==> src/hdl/rv32i_types.sv <==
`default_nettype none

package rv32i_types;

    // fetch and memory geometry
    localparam logic [31:0] RESET_PC = 32'haaaaa000;
    localparam int IQ_DEPTH         = 8;
    localparam int ICACHE_SETS      = 8;
    localparam int BEATS_PER_LINE   = 4;
    localparam int LINE_OFFSET_BITS = 5;

    // derived widths
    localparam int IQ_PTR_BITS    = $clog2(IQ_DEPTH);
    localparam int SET_IDX_BITS   = $clog2(ICACHE_SETS);
    localparam int TAG_BITS       = 32 - LINE_OFFSET_BITS - SET_IDX_BITS;
    localparam int BEAT_IDX_BITS  = $clog2(BEATS_PER_LINE);
    // 8 bytes per memory beat
    localparam int BEAT_BYTE_BITS = 3;

    typedef logic [31:0]  addr_t;
    typedef logic [31:0]  word_t;
    typedef logic [63:0]  order_t;
    typedef logic [63:0]  beat_t;
    typedef logic [255:0] line_t;
    typedef logic [4:0]   reg_idx_t;

    typedef logic [IQ_PTR_BITS-1:0]   iq_ptr_t;
    typedef logic [SET_IDX_BITS-1:0]  set_idx_t;
    typedef logic [TAG_BITS-1:0]      tag_t;
    typedef logic [BEAT_IDX_BITS-1:0] beat_idx_t;

    // rv32i major opcodes
    typedef enum logic [6:0] {
        op_b_lui   = 7'b0110111,
        op_b_auipc = 7'b0010111,
        op_b_jal   = 7'b1101111,
        op_b_jalr  = 7'b1100111,
        op_b_br    = 7'b1100011,
        op_b_load  = 7'b0000011,
        op_b_store = 7'b0100011,
        op_b_imm   = 7'b0010011,
        op_b_reg   = 7'b0110011
    } opcode_e;

    typedef enum logic [1:0] {
        class_alu,
        class_br,
        class_mem,
        class_none
    } op_class_e;

    // queue entry
    typedef struct packed {
        order_t order;
        addr_t  pc;
        word_t  inst;
    } fetch_pkt_t;

    typedef struct packed {
        order_t    order;
        addr_t     pc;
        word_t     inst;
        op_class_e op_class;
        reg_idx_t  rd;
        reg_idx_t  rs1;
        reg_idx_t  rs2;
        word_t     imm;
        logic      rd_we;
    } decoded_pkt_t;

endpackage

`default_nettype wire

==> src/hdl/fetch_ctrl.sv <==
`timescale 1ns/100ps
`default_nettype none

module fetch_ctrl
import rv32i_types::*;
(
    input  logic       clk,
    input  logic       rst,

    input  logic       redirect_i,
    input  addr_t      redirect_pc_i,

    input  logic       resp_i,
    input  line_t      resp_line_i,
    output logic       req_o,
    output addr_t      req_addr_o,

    input  logic       iq_full_i,
    output logic       enq_o,
    output fetch_pkt_t enq_pkt_o,
    output logic       flush_o
);

    typedef enum logic {
        IDLE,
        WAIT_RESP
    } fetch_state_e;

    fetch_state_e state;

    addr_t  pc;
    order_t order;

    // one-line buffer of the last cache response
    logic   lb_valid;
    addr_t  lb_addr;
    line_t  lb_line;

    logic   lb_hit;
    logic   resp_hit;
    line_t  cur_line;
    word_t  cur_word;

    assign lb_hit = lb_valid &&
        (pc[31:LINE_OFFSET_BITS] == lb_addr[31:LINE_OFFSET_BITS]);

    // a late response after redirect only counts if it covers the new pc
    assign resp_hit = (state == WAIT_RESP) && resp_i &&
        (req_addr_o[31:LINE_OFFSET_BITS] == pc[31:LINE_OFFSET_BITS]);

    assign cur_line = lb_hit ? lb_line : resp_line_i;
    assign cur_word = cur_line[pc[LINE_OFFSET_BITS-1:2] * $bits(word_t) +: $bits(word_t)];

    assign enq_o   = (lb_hit || resp_hit) && !iq_full_i && !redirect_i;
    assign flush_o = redirect_i;
    assign req_o   = (state == WAIT_RESP);

    always_comb begin
        enq_pkt_o.order = order;
        enq_pkt_o.pc    = pc;
        enq_pkt_o.inst  = cur_word;
    end

    always_ff @(posedge clk) begin
        if (rst) begin
            state    <= IDLE;
            pc       <= RESET_PC;
            order    <= '0;
            lb_valid <= 1'b0;
        end else begin
            if (redirect_i) begin
                pc <= redirect_pc_i;
            end else if (enq_o) begin
                pc    <= pc + 32'd4;
                order <= order + 64'd1;
            end

            case (state)
                IDLE: begin
                    if (!lb_hit && !redirect_i) begin
                        state <= WAIT_RESP;
                    end
                end
                WAIT_RESP: begin
                    if (resp_i) begin
                        state    <= IDLE;
                        lb_valid <= 1'b1;
                    end
                end
                default: state <= IDLE;
            endcase
        end
    end

    // request address follows pc while idle, held while waiting
    always_ff @(posedge clk) begin
        if (state == IDLE) begin
            req_addr_o <= pc;
        end
        if ((state == WAIT_RESP) && resp_i) begin
            lb_line <= resp_line_i;
            lb_addr <= req_addr_o;
        end
    end

endmodule

`default_nettype wire

==> src/hdl/icache.sv <==
`timescale 1ns/100ps
`default_nettype none

module icache
import rv32i_types::*;
(
    input  logic  clk,
    input  logic  rst,

    input  logic  req_i,
    input  addr_t req_addr_i,
    output logic  resp_o,
    output line_t resp_line_o,

    output logic  refill_req_o,
    output addr_t refill_addr_o,
    input  logic  refill_done_i,
    input  line_t refill_line_i
);

    typedef enum logic [1:0] {
        LOOKUP,
        REFILL,
        RESPOND
    } cache_state_e;

    cache_state_e state;

    logic [ICACHE_SETS-1:0] valid_arr;
    tag_t                   tag_arr  [ICACHE_SETS];
    line_t                  data_arr [ICACHE_SETS];

    set_idx_t req_idx;
    tag_t     req_tag;
    set_idx_t fill_idx;
    logic     hit;

    assign req_idx  = req_addr_i[LINE_OFFSET_BITS +: SET_IDX_BITS];
    assign req_tag  = req_addr_i[31 -: TAG_BITS];
    assign fill_idx = refill_addr_o[LINE_OFFSET_BITS +: SET_IDX_BITS];

    assign hit = valid_arr[req_idx] && (tag_arr[req_idx] == req_tag);

    assign resp_o       = (state == RESPOND);
    assign refill_req_o = (state == REFILL);

    always_ff @(posedge clk) begin
        if (rst) begin
            state     <= LOOKUP;
            valid_arr <= '0;
        end else begin
            case (state)
                LOOKUP: begin
                    if (req_i) begin
                        state <= hit ? RESPOND : REFILL;
                    end
                end
                REFILL: begin
                    if (refill_done_i) begin
                        valid_arr[fill_idx] <= 1'b1;
                        state               <= RESPOND;
                    end
                end
                RESPOND: state <= LOOKUP;
                default: state <= LOOKUP;
            endcase
        end
    end

    // arrays and response line
    always_ff @(posedge clk) begin
        if ((state == LOOKUP) && req_i) begin
            resp_line_o   <= data_arr[req_idx];
            refill_addr_o <= {req_addr_i[31:LINE_OFFSET_BITS], {LINE_OFFSET_BITS{1'b0}}};
        end
        if ((state == REFILL) && refill_done_i) begin
            tag_arr[fill_idx]  <= refill_addr_o[31 -: TAG_BITS];
            data_arr[fill_idx] <= refill_line_i;
            resp_line_o        <= refill_line_i;
        end
    end

endmodule

`default_nettype wire

==> src/hdl/burst_deserializer.sv <==
`timescale 1ns/100ps
`default_nettype none

module burst_deserializer
import rv32i_types::*;
(
    input  logic  clk,
    input  logic  rst,

    input  logic  refill_req_i,
    input  addr_t refill_addr_i,
    output logic  refill_done_o,
    output line_t refill_line_o,

    input  logic  bmem_ready_i,
    input  addr_t bmem_raddr_i,
    input  beat_t bmem_rdata_i,
    input  logic  bmem_rvalid_i,
    output addr_t bmem_addr_o,
    output logic  bmem_read_o
);

    typedef enum logic [1:0] {
        DS_IDLE,
        DS_ISSUE,
        DS_BEATS,
        DS_DONE
    } ds_state_e;

    ds_state_e state;
    beat_idx_t beat_cnt;
    beat_idx_t beat_off;
    logic      beat_ok;

    // only beats of the pending line are taken
    assign beat_ok  = (state == DS_BEATS) && bmem_rvalid_i &&
        (bmem_raddr_i[31:LINE_OFFSET_BITS] == bmem_addr_o[31:LINE_OFFSET_BITS]);
    assign beat_off = bmem_raddr_i[BEAT_BYTE_BITS +: BEAT_IDX_BITS];

    assign bmem_read_o   = (state == DS_ISSUE) && bmem_ready_i;
    assign refill_done_o = (state == DS_DONE);

    always_ff @(posedge clk) begin
        if (rst) begin
            state    <= DS_IDLE;
            beat_cnt <= '0;
        end else begin
            case (state)
                DS_IDLE: begin
                    if (refill_req_i) begin
                        state <= DS_ISSUE;
                    end
                end
                DS_ISSUE: begin
                    if (bmem_ready_i) begin
                        state    <= DS_BEATS;
                        beat_cnt <= '0;
                    end
                end
                DS_BEATS: begin
                    if (beat_ok) begin
                        beat_cnt <= beat_cnt + 1'b1;
                        if (beat_cnt == beat_idx_t'(BEATS_PER_LINE - 1)) begin
                            state <= DS_DONE;
                        end
                    end
                end
                DS_DONE: state <= DS_IDLE;
                default: state <= DS_IDLE;
            endcase
        end
    end

    always_ff @(posedge clk) begin
        if ((state == DS_IDLE) && refill_req_i) begin
            bmem_addr_o <= {refill_addr_i[31:LINE_OFFSET_BITS], {LINE_OFFSET_BITS{1'b0}}};
        end
        if (beat_ok) begin
            refill_line_o[beat_off * $bits(beat_t) +: $bits(beat_t)] <= bmem_rdata_i;
        end
    end

endmodule

`default_nettype wire

==> src/hdl/inst_queue.sv <==
`timescale 1ns/100ps
`default_nettype none

module inst_queue
import rv32i_types::*;
(
    input  logic       clk,
    input  logic       rst,
    input  logic       flush_i,

    input  logic       enq_i,
    input  fetch_pkt_t enq_pkt_i,
    output logic       full_o,

    input  logic       deq_i,
    output fetch_pkt_t head_pkt_o,
    output logic       empty_o
);

    fetch_pkt_t mem [IQ_DEPTH];

    iq_ptr_t              head;
    iq_ptr_t              tail;
    logic [IQ_PTR_BITS:0] count;

    logic do_enq;
    logic do_deq;

    assign full_o  = (count == (IQ_PTR_BITS + 1)'(IQ_DEPTH));
    assign empty_o = (count == '0);

    assign do_enq = enq_i && !full_o;
    assign do_deq = deq_i && !empty_o;

    // head entry is visible without a read strobe
    assign head_pkt_o = mem[head];

    always_ff @(posedge clk) begin
        if (rst || flush_i) begin
            head  <= '0;
            tail  <= '0;
            count <= '0;
        end else begin
            if (do_enq) begin
                tail <= tail + 1'b1;
            end
            if (do_deq) begin
                head <= head + 1'b1;
            end
            if (do_enq && !do_deq) begin
                count <= count + 1'b1;
            end else if (do_deq && !do_enq) begin
                count <= count - 1'b1;
            end
        end
    end

    always_ff @(posedge clk) begin
        if (do_enq) begin
            mem[tail] <= enq_pkt_i;
        end
    end

endmodule

`default_nettype wire

==> src/hdl/decode.sv <==
`timescale 1ns/100ps
`default_nettype none

module decode
import rv32i_types::*;
(
    input  logic         clk,
    input  logic         rst,
    input  logic         flush_i,
    input  logic         stall_i,

    input  logic         empty_i,
    input  fetch_pkt_t   head_pkt_i,
    output logic         deq_o,

    output logic         id_valid_o,
    output decoded_pkt_t id_pkt_o
);

    opcode_e      opcode;
    word_t        inst;
    decoded_pkt_t dec;

    assign inst   = head_pkt_i.inst;
    assign opcode = opcode_e'(inst[6:0]);
    assign deq_o  = !empty_i && !stall_i;

    always_comb begin
        dec.order = head_pkt_i.order;
        dec.pc    = head_pkt_i.pc;
        dec.inst  = inst;
        dec.rd    = inst[11:7];
        dec.rs1   = inst[19:15];
        dec.rs2   = inst[24:20];
        dec.rd_we = 1'b1;
        dec.imm   = '0;

        case (opcode)
            op_b_lui, op_b_auipc, op_b_imm, op_b_reg: dec.op_class = class_alu;
            op_b_br, op_b_jal, op_b_jalr:             dec.op_class = class_br;
            op_b_load, op_b_store:                    dec.op_class = class_mem;
            default:                                  dec.op_class = class_none;
        endcase

        // immediate by format
        case (opcode)
            op_b_jalr, op_b_load, op_b_imm: begin
                dec.imm = {{20{inst[31]}}, inst[31:20]};
            end
            op_b_store: begin
                dec.imm = {{20{inst[31]}}, inst[31:25], inst[11:7]};
            end
            op_b_br: begin
                dec.imm = {{19{inst[31]}}, inst[31], inst[7], inst[30:25], inst[11:8], 1'b0};
            end
            op_b_lui, op_b_auipc: begin
                dec.imm = {inst[31:12], 12'h000};
            end
            op_b_jal: begin
                dec.imm = {{11{inst[31]}}, inst[31], inst[19:12], inst[20], inst[30:21], 1'b0};
            end
            default: dec.imm = '0;
        endcase

        // branches without link and stores write nothing
        if ((opcode == op_b_br) || (opcode == op_b_store) || (dec.rd == '0)) begin
            dec.rd_we = 1'b0;
        end
    end

    always_ff @(posedge clk) begin
        if (rst || flush_i) begin
            id_valid_o <= 1'b0;
        end else if (!stall_i) begin
            id_valid_o <= deq_o;
        end
    end

    always_ff @(posedge clk) begin
        if (deq_o) begin
            id_pkt_o <= dec;
        end
    end

endmodule

`default_nettype wire

==> src/hdl/frontend_top.sv <==
`timescale 1ns/100ps
`default_nettype none

module frontend_top
import rv32i_types::*;
(
    input  logic         clk,
    input  logic         rst,

    output addr_t        bmem_addr_o,
    output logic         bmem_read_o,
    input  logic         bmem_ready_i,
    input  addr_t        bmem_raddr_i,
    input  beat_t        bmem_rdata_i,
    input  logic         bmem_rvalid_i,

    input  logic         redirect_i,
    input  addr_t        redirect_pc_i,
    input  logic         stall_i,

    output logic         id_valid_o,
    output decoded_pkt_t id_pkt_o
);

    // fetch to cache
    logic       req;
    addr_t      req_addr;
    logic       resp;
    line_t      resp_line;

    // cache to deserializer
    logic       refill_req;
    addr_t      refill_addr;
    logic       refill_done;
    line_t      refill_line;

    // queue
    logic       flush;
    logic       enq;
    fetch_pkt_t enq_pkt;
    logic       iq_full;
    logic       deq;
    fetch_pkt_t head_pkt;
    logic       iq_empty;

    fetch_ctrl fetch_ctrl_i (
        .clk           (clk),
        .rst           (rst),
        .redirect_i    (redirect_i),
        .redirect_pc_i (redirect_pc_i),
        .resp_i        (resp),
        .resp_line_i   (resp_line),
        .req_o         (req),
        .req_addr_o    (req_addr),
        .iq_full_i     (iq_full),
        .enq_o         (enq),
        .enq_pkt_o     (enq_pkt),
        .flush_o       (flush)
    );

    icache icache_i (
        .clk           (clk),
        .rst           (rst),
        .req_i         (req),
        .req_addr_i    (req_addr),
        .resp_o        (resp),
        .resp_line_o   (resp_line),
        .refill_req_o  (refill_req),
        .refill_addr_o (refill_addr),
        .refill_done_i (refill_done),
        .refill_line_i (refill_line)
    );

    burst_deserializer deser_i (
        .clk           (clk),
        .rst           (rst),
        .refill_req_i  (refill_req),
        .refill_addr_i (refill_addr),
        .refill_done_o (refill_done),
        .refill_line_o (refill_line),
        .bmem_ready_i  (bmem_ready_i),
        .bmem_raddr_i  (bmem_raddr_i),
        .bmem_rdata_i  (bmem_rdata_i),
        .bmem_rvalid_i (bmem_rvalid_i),
        .bmem_addr_o   (bmem_addr_o),
        .bmem_read_o   (bmem_read_o)
    );

    inst_queue inst_queue_i (
        .clk        (clk),
        .rst        (rst),
        .flush_i    (flush),
        .enq_i      (enq),
        .enq_pkt_i  (enq_pkt),
        .full_o     (iq_full),
        .deq_i      (deq),
        .head_pkt_o (head_pkt),
        .empty_o    (iq_empty)
    );

    decode decode_i (
        .clk        (clk),
        .rst        (rst),
        .flush_i    (flush),
        .stall_i    (stall_i),
        .empty_i    (iq_empty),
        .head_pkt_i (head_pkt),
        .deq_o      (deq),
        .id_valid_o (id_valid_o),
        .id_pkt_o   (id_pkt_o)
    );

endmodule

`default_nettype wire

==> config.mk <==
export PLATFORM = sky130hd
export DESIGN_NAME = frontend_top
export DESIGN_NICKNAME = d
export VERILOG_FILES = /design/src/hdl/rv32i_types.sv /design/src/hdl/fetch_ctrl.sv /design/src/hdl/icache.sv /design/src/hdl/burst_deserializer.sv /design/src/hdl/inst_queue.sv /design/src/hdl/decode.sv /design/src/hdl/frontend_top.sv
export SDC_FILE = /design/constraint.sdc
export NUM_CORES = 2
export LEC_CHECK = 0
export ABC_AREA = 1
export BUFFER_PORTS_ARGS = -buffer_cell sky130_fd_sc_hd__buf_2
export CAP_MARGIN = 20
export CORE_MARGIN = 2
export CORE_UTILIZATION = 35
export DETAILED_ROUTE_END_ITERATION = 16
export GPL_ROUTABILITY_DRIVEN = 0
export RECOVER_POWER = 100
export SLEW_MARGIN = 20
export SYNTH_ARGS = -nofsm -noshare
export SYNTH_HDL_FRONTEND = slang
export SYNTH_SLANG_ARGS = --single-unit
==> constraint.sdc <==
create_clock -name clk -period 47.3 [get_ports clk]
set_input_delay 2.365 -clock clk [delete_from_list [all_inputs] [get_ports clk]]
set_output_delay 2.365 -clock clk [all_outputs]
set_load 0.02 [all_outputs]
# ---- Word-level counts from Yosys, hierarchy flattened
# Memory sizes are Yosys's and may differ from the RTL's. A register that Yosys moved wholly into a read port is not among the register bits.
# Index checks and enable logic that the tools add are counted.
dict set report word_totals {
  rom_bits 0
  latchBits 0
  elab_cells 161
  memories 3
  out_inout_bits 212
  reg_bits 1187
  ramBits 3264
}
# memory depth word_bits rd rd_ports_with_merged_regs write_ports line
set memory_table {}
lappend memory_table {icache_i.data_arr 8 256 1 1 1 icache.sv:31} ;# line_t data_arr [ICACHE_SETS];
lappend memory_table {inst_queue_i.mem 8 128 1 1 1 inst_queue.sv:20} ;# fetch_pkt_t mem [IQ_DEPTH];
lappend memory_table {icache_i.tag_arr 8 24 1 1 1 icache.sv:30} ;# tag_t tag_arr [ICACHE_SETS];
dict set report classes {
  div 0
  reduce_logical 49
  order_cmp 3
  n_mux 38
  shift 3
  n_bitwise 3
  add_sub_neg 8
  multipliers 0
  eq_ne 26
}
# cell count
set op_table {}
lappend op_table {{two-way mux 256 bit} 3}
lappend op_table {{bitwise mux 256 bit} 1}
lappend op_table {{variable shift 64 x 34 -> 256 bit, first input constant} 1}
lappend op_table {{indexed part select 256 x 9 -> 32 bit} 1}
lappend op_table {{indexed part select 64 x 34 -> 256 bit} 1}
lappend op_table {{one-hot mux 32 bit (5 select lines)} 1}
lappend op_table {{equality test 27 bit} 3}
lappend op_table {{adder 64 x 1 -> 64 bit, second input constant} 1}
lappend op_table {{two-way mux 32 bit} 2}
lappend op_table {{negation 8 -> 34 bit} 1}
lappend op_table {{adder 32 x 3 -> 32 bit, second input constant} 1}
lappend op_table {{equality test 24 bit} 1}
lappend op_table {{equality test 7 x 6 -> 1 bit, second input constant} 3}
lappend op_table {{equality test 7 bit, second input constant} 3}
lappend op_table {{logical AND 1 bit} 19}
lappend op_table {{two-way mux 2 bit} 9}
lappend op_table {{equality test 7 x 5 -> 1 bit, second input constant} 2}
lappend op_table {{two-way mux 3 bit} 4}
lappend op_table {{two-way mux 1 bit} 9}
lappend op_table {{equality test 2 bit, second input constant} 4}
lappend op_table {{< comparator 3 x 4 -> 1 bit, second input constant} 2}
lappend op_table {{two-way mux 4 bit} 2}
lappend op_table {{!= test 2 bit, second input constant} 4}
lappend op_table {{OR 8 bit} 1}
lappend op_table {{other kinds (28)} 51}

# ---- Longest topological paths before layout
dict set report depth {
  depth_word 11
  ltp_mapped 21
  mapped_depth_nobuf 21
}

# ---- Modules after synthesis
# Synthesis repeated with hierarchy kept, for this count alone.
dict set report hier_totals {
  hier_cells 14679
  area_unflattened_um2 179324.5
}
# module seq_area_each_um2 cells_per_inst area_per_inst_um2 instances
set by_module_without_submodules {}
lappend by_module_without_submodules {icache 75962.9 7076 97453.5 1}
lappend by_module_without_submodules {inst_queue 31009.7 3243 40626.5 1}
lappend by_module_without_submodules {fetch_ctrl 11421.0 3176 24497.2 1}
lappend by_module_without_submodules {burst_deserializer 8578.2 877 11114.4 1}
lappend by_module_without_submodules {decode 4914.7 307 5632.9 1}

# ---- Least setup slack after synthesis
# No wires, ideal clock.
dict set report synth_timing {
  path_kind {register to register}
  from {register icache_i.state[0]}
  to {memory icache_i.data_arr[0][0] (netlist bit), enable pin}
  arrival_time_ns 20.098
  path_buffers 1
  synth_period_minus_slack_ns 21.365
  setup_slack_ns 25.935
  required_ns 46.034
  path_stages_with_launch 10
  cell_sequence {dfxtp_1 inv_1 nor2_1 inv_1 nor2_1 clkbuf_1 inv_2 nor2_1 inv_1 nor3_1}
}
dict set report synth_between {
  elab_chain_cells 4
}
# element line
set synth_lines {}
lappend synth_lines {{from (decl)} icache.sv:27} ;# cache_state_e state;
lappend synth_lines {{from (signal assigned)} icache.sv:55} ;# state <= hit ? RESPOND : REFILL;
lappend synth_lines {{equality test 2 x 1 -> 1 bit} icache.sv:76} ;# if ((state == REFILL) && refill_done_i) begin
lappend synth_lines {{logical AND 1 bit} icache.sv:76}
lappend synth_lines {{two-way mux 1 bit} icache.sv:76}
lappend synth_lines {{two-way mux 1 bit (not written as such)} icache.sv:78} ;# data_arr[fill_idx] <= refill_line_i;
lappend synth_lines {{to (decl)} icache.sv:31}
# No other way between the ends.

# ---- Final worst setup path
dict set report layout_timing {
  from {register icache_i.state[0]}
  to {memory icache_i.data_arr[0][66] (netlist bit), enable pin}
}
# Same word-level chain as after synthesis.

==> metrics.yaml <==
sta:
  rsz0062_at_grt: "no"
  slew-limit-headroom_pct: -601
  tightestPinTransition_ns: 10.52
  fin_crit_ns: 21.13
  setup_ws_ns: 26.17
  skew_ns: 0.0778
  maxSlewViolCount: 6847
  setup_tns_ns: 0
  fin_crit_sh_pct: 44.7
  final-hold-violation-count: 0
  setup_viol: 0
  max_clock_freq_mhz: 47.3
clock_tree:
  cts_repair_resize_count: 0
  cts_setup_buffers: 0
  hold_buffers: 0
  cts_sinks: 4432
  clk-insertion-delay-late_ns: 1.02
  clkTransAtPathRegs_ns: 0.06
  cts_tree: "done"
  cts-buffers-inserted: 444
  root_buffer: "clkbuf_16"
  cts_max_path_buffers: 4
  htreeDepth: 5
pwr:
  power.leakage_nw: 66.0
  peakVddDrop_uv: 34.4
  power_density_mw_per_mm2: 42.0
grt:
  antenna_found_initial: 25
  grt_start_max_net_pins: 183
  grt_pass1_vias: 105000
  grt_pass1_wl_mm: 705
  grt.overflow.total: 0
  track_usage_pct: 18.3
synth:
  synth_seq_cells: 4432
  yosysSeqAreaShare_pct: 74.9
  synth_cells: 14100
  avgSynthCellArea_um2: 12.5
  yosys_warnings: 0
  netlist.area_leader.share_pct: 73.4
  yosys.area_share.simple_pct: 12.5
  synth_top_family_by_area: "simple AND/OR/NAND/NOR gates"
  synth_xor_area_share_pct: 0.656
  ys_top_cells_by_area: "edfxtp_1, nor2_1, nand2_1"
  synth_top_area_cell: "edfxtp_1"
  synth_cell_types: 54
  synth_fa_ha_area_share_pct: 0.139
  synth.cell_area_mm2: 0.176
  synth_mux_area_share_pct: 0
  synth-compound-area-share_pct: 8.78
final_layout:
  final_common_cell: "edfxtp_1"
  final_cells: 21300
  finish.utilization_pct: 39.4
  most-common-layout-cells: "edfxtp_1, nor2_1, nand2_1, o21ai_0, nand3_1"
  final_nets: 14400
  syn_to_final_growth_pct: 12.2
  drive_gt1_share_pct: 6.08
worst_setup_path:
  crit_type: "register to register"
  crit_required_ns: 47.78
  critPathCaptureType: "register"
  cp_max_fo: 105
  critPathLaunchType: "register"
  cp.arrival_ns: 21.61
place:
  hpwl_mm: 253
  portBuffers: 337
  dp_cells: 20500
  pre_cts_ws_ns: 40.80
route:
  firstDrtPassIters: 12
  wl_met1_mm: 201
  ant_nets: 0
  wl_per_cell_um: 22.7
  dr_wl_met2_mm: 233
  wl_met3_mm: 32.2
  topRoutingLayerUsed: "met5"
  routed_wl_mm: 483
  via_count: 111000
  routed_via_density: 5.21
  drt_iter0_drc: 10800
  drc_errors: 2
min_path:
  min_path_type: "register to register"
die:
  dieWidth_um: 713
  start_util_pct: 35.1
  ios: 346
  die-area_mm2: 0.509
  core.rowCount: 260
  fp.dieH_um: 713
  core_area_mm2: 0.501
status:
  violations: "DRC, capacitance limit, slew limit"
  status: "finished with violations"
flow_run:
  drv_cap: 120
-- state kept, by name (all words and copies together), names as in the netlist, named ones only --
name	count
inst_queue_i.count	4
fetch_ctrl_i.lb_line	256
icache_i.valid_arr	8
fetch_ctrl_i.lb_valid	1
fetch_ctrl_i.req_o	1
icache_i.state	2
deser_i.refill_line_o	256
decode_i.id_pkt_o	163
inst_queue_i.tail	3
deser_i.bmem_addr_o	27
fetch_ctrl_i.lb_addr	27
decode_i.id_valid_o	1
fetch_ctrl_i.order	64
icache_i.tag_arr	192
fetch_ctrl_i.req_addr_o	27
fetch_ctrl_i.pc	32
inst_queue_i.head	3
inst_queue_i.mem	1024
deser_i.state	2
icache_i.data_arr	2048
deser_i.beat_cnt	2
icache_i.refill_addr_o	27
icache_i.resp_line_o	256
-- power by group --
part | switching, W | total [W] | leakage (nW) | internal (W)
logic | 0.000324 | 0.000448 | 18.8 | 0.000124
clock network | 0.00152 | 0.00347 | 6.93 | 0.00195
registers | 0.0000361 | 0.00438 | 40.3 | 0.00434
total | 0.00188 | 0.00829 | 66.0 | 0.00641
-- Yosys cell counts (all sizes together) --
library cell,instances
edfxtp,4303
nor2,2489
nand2,2342
o21ai,1746
clkbuf,630
nand3,505
inv,403
o22ai,369
o221ai,282
buf,261
a31oi,151
dfxtp,129
a21oi,108
xor2,87
nand4,69
nor3,66
o211ai,50
xnor2,44
or2,22
ha,18
nand3b,16
nor4,16
and2,4
nand2b,4
and3,3
a211oi,2
nor2b,2
nor3b,2
a21o,1
clkinv,1
conb,1
fa,1
o21a,1
o21bai,1
-- through the flow --
step | hold slack (ns) | power (W) | instance area, µm²
after global placement | 0.428 | 0.00490 | 184000
after global routing | 0.406 | 0.00855 | 197000
after detailed placement | 0.432 | 0.00490 | 184000
final | 0.401 | 0.00829 | 197000
after CTS | 0.380 | 0.00834 | 199000
after floorplan | 0.412 | 0.00474 | 176000
-- worst max-delay path: stages, from the launching register on --
cell and delay [ns]:
dfxtp_1 0.35, inv_1 0.06, nor2_1 0.12, inv_1 0.14
nor2_1 0.20, clkinvlp_2 3.34, nor2_1 0.85, inv_1 0.19
nor3_1 1.22, clkbuf_1 4.86, clkbuf_1 6.14, clkbuf_1 2.95
-- worst paths after layout --
kind	to	start	slack [ns]	cells past startpoint
worst max-delay path	icache_i.data_arr[0][66]	icache_i.state[0]	26.17	11
worst min-delay path	fetch_ctrl_i.lb_line[130]	icache_i.resp_line_o[130]	0.40	0
worst max register to register	icache_i.data_arr[0][66]	icache_i.state[0]	26.17	11
worst min register to register	fetch_ctrl_i.lb_line[130]	icache_i.resp_line_o[130]	0.40	0
-- kinds of logic (layout without fill, tap and decap cells) --
kind of cell | Yosys count | after routing
adder cells (fa/ha/maj) | 19 | 19
AND/OR/NAND/NOR | 5540 | 5540
other | 1 | 12
flip-flops | 4432 | 4432
XOR/XNOR | 131 | 131
AO/OA/AOI/OAI | 2711 | 2711
buffers and inverters | 1295 | 1772
-- metal layers --
layer / track usage, % / vias to the layer above
met3: 2.42 / 720
met5: 0 / -
met1: 24.5 / 55400
li1: - / 50900
met2: 31.0 / 3941
met4: 5.58 / 4
-- cell type report --
| class | count | area (µm²) |
|---|---|---|
| Antenna cell | 7 | 17.5 |
| Clock buffer | 556 | 11700 |
| Clock inverter | 269 | 2590 |
| Timing Repair Buffer | 543 | 2570 |
| Multi-Input combinational cell | 8406 | 38800 |
| Tap cell | 6681 | 8360 |
| Fill cell | 46900 | 304000 |
| Sequential cell | 4432 | 132000 |
| Inverter | 404 | 1560 |
(Power assumes the default switching activity.)
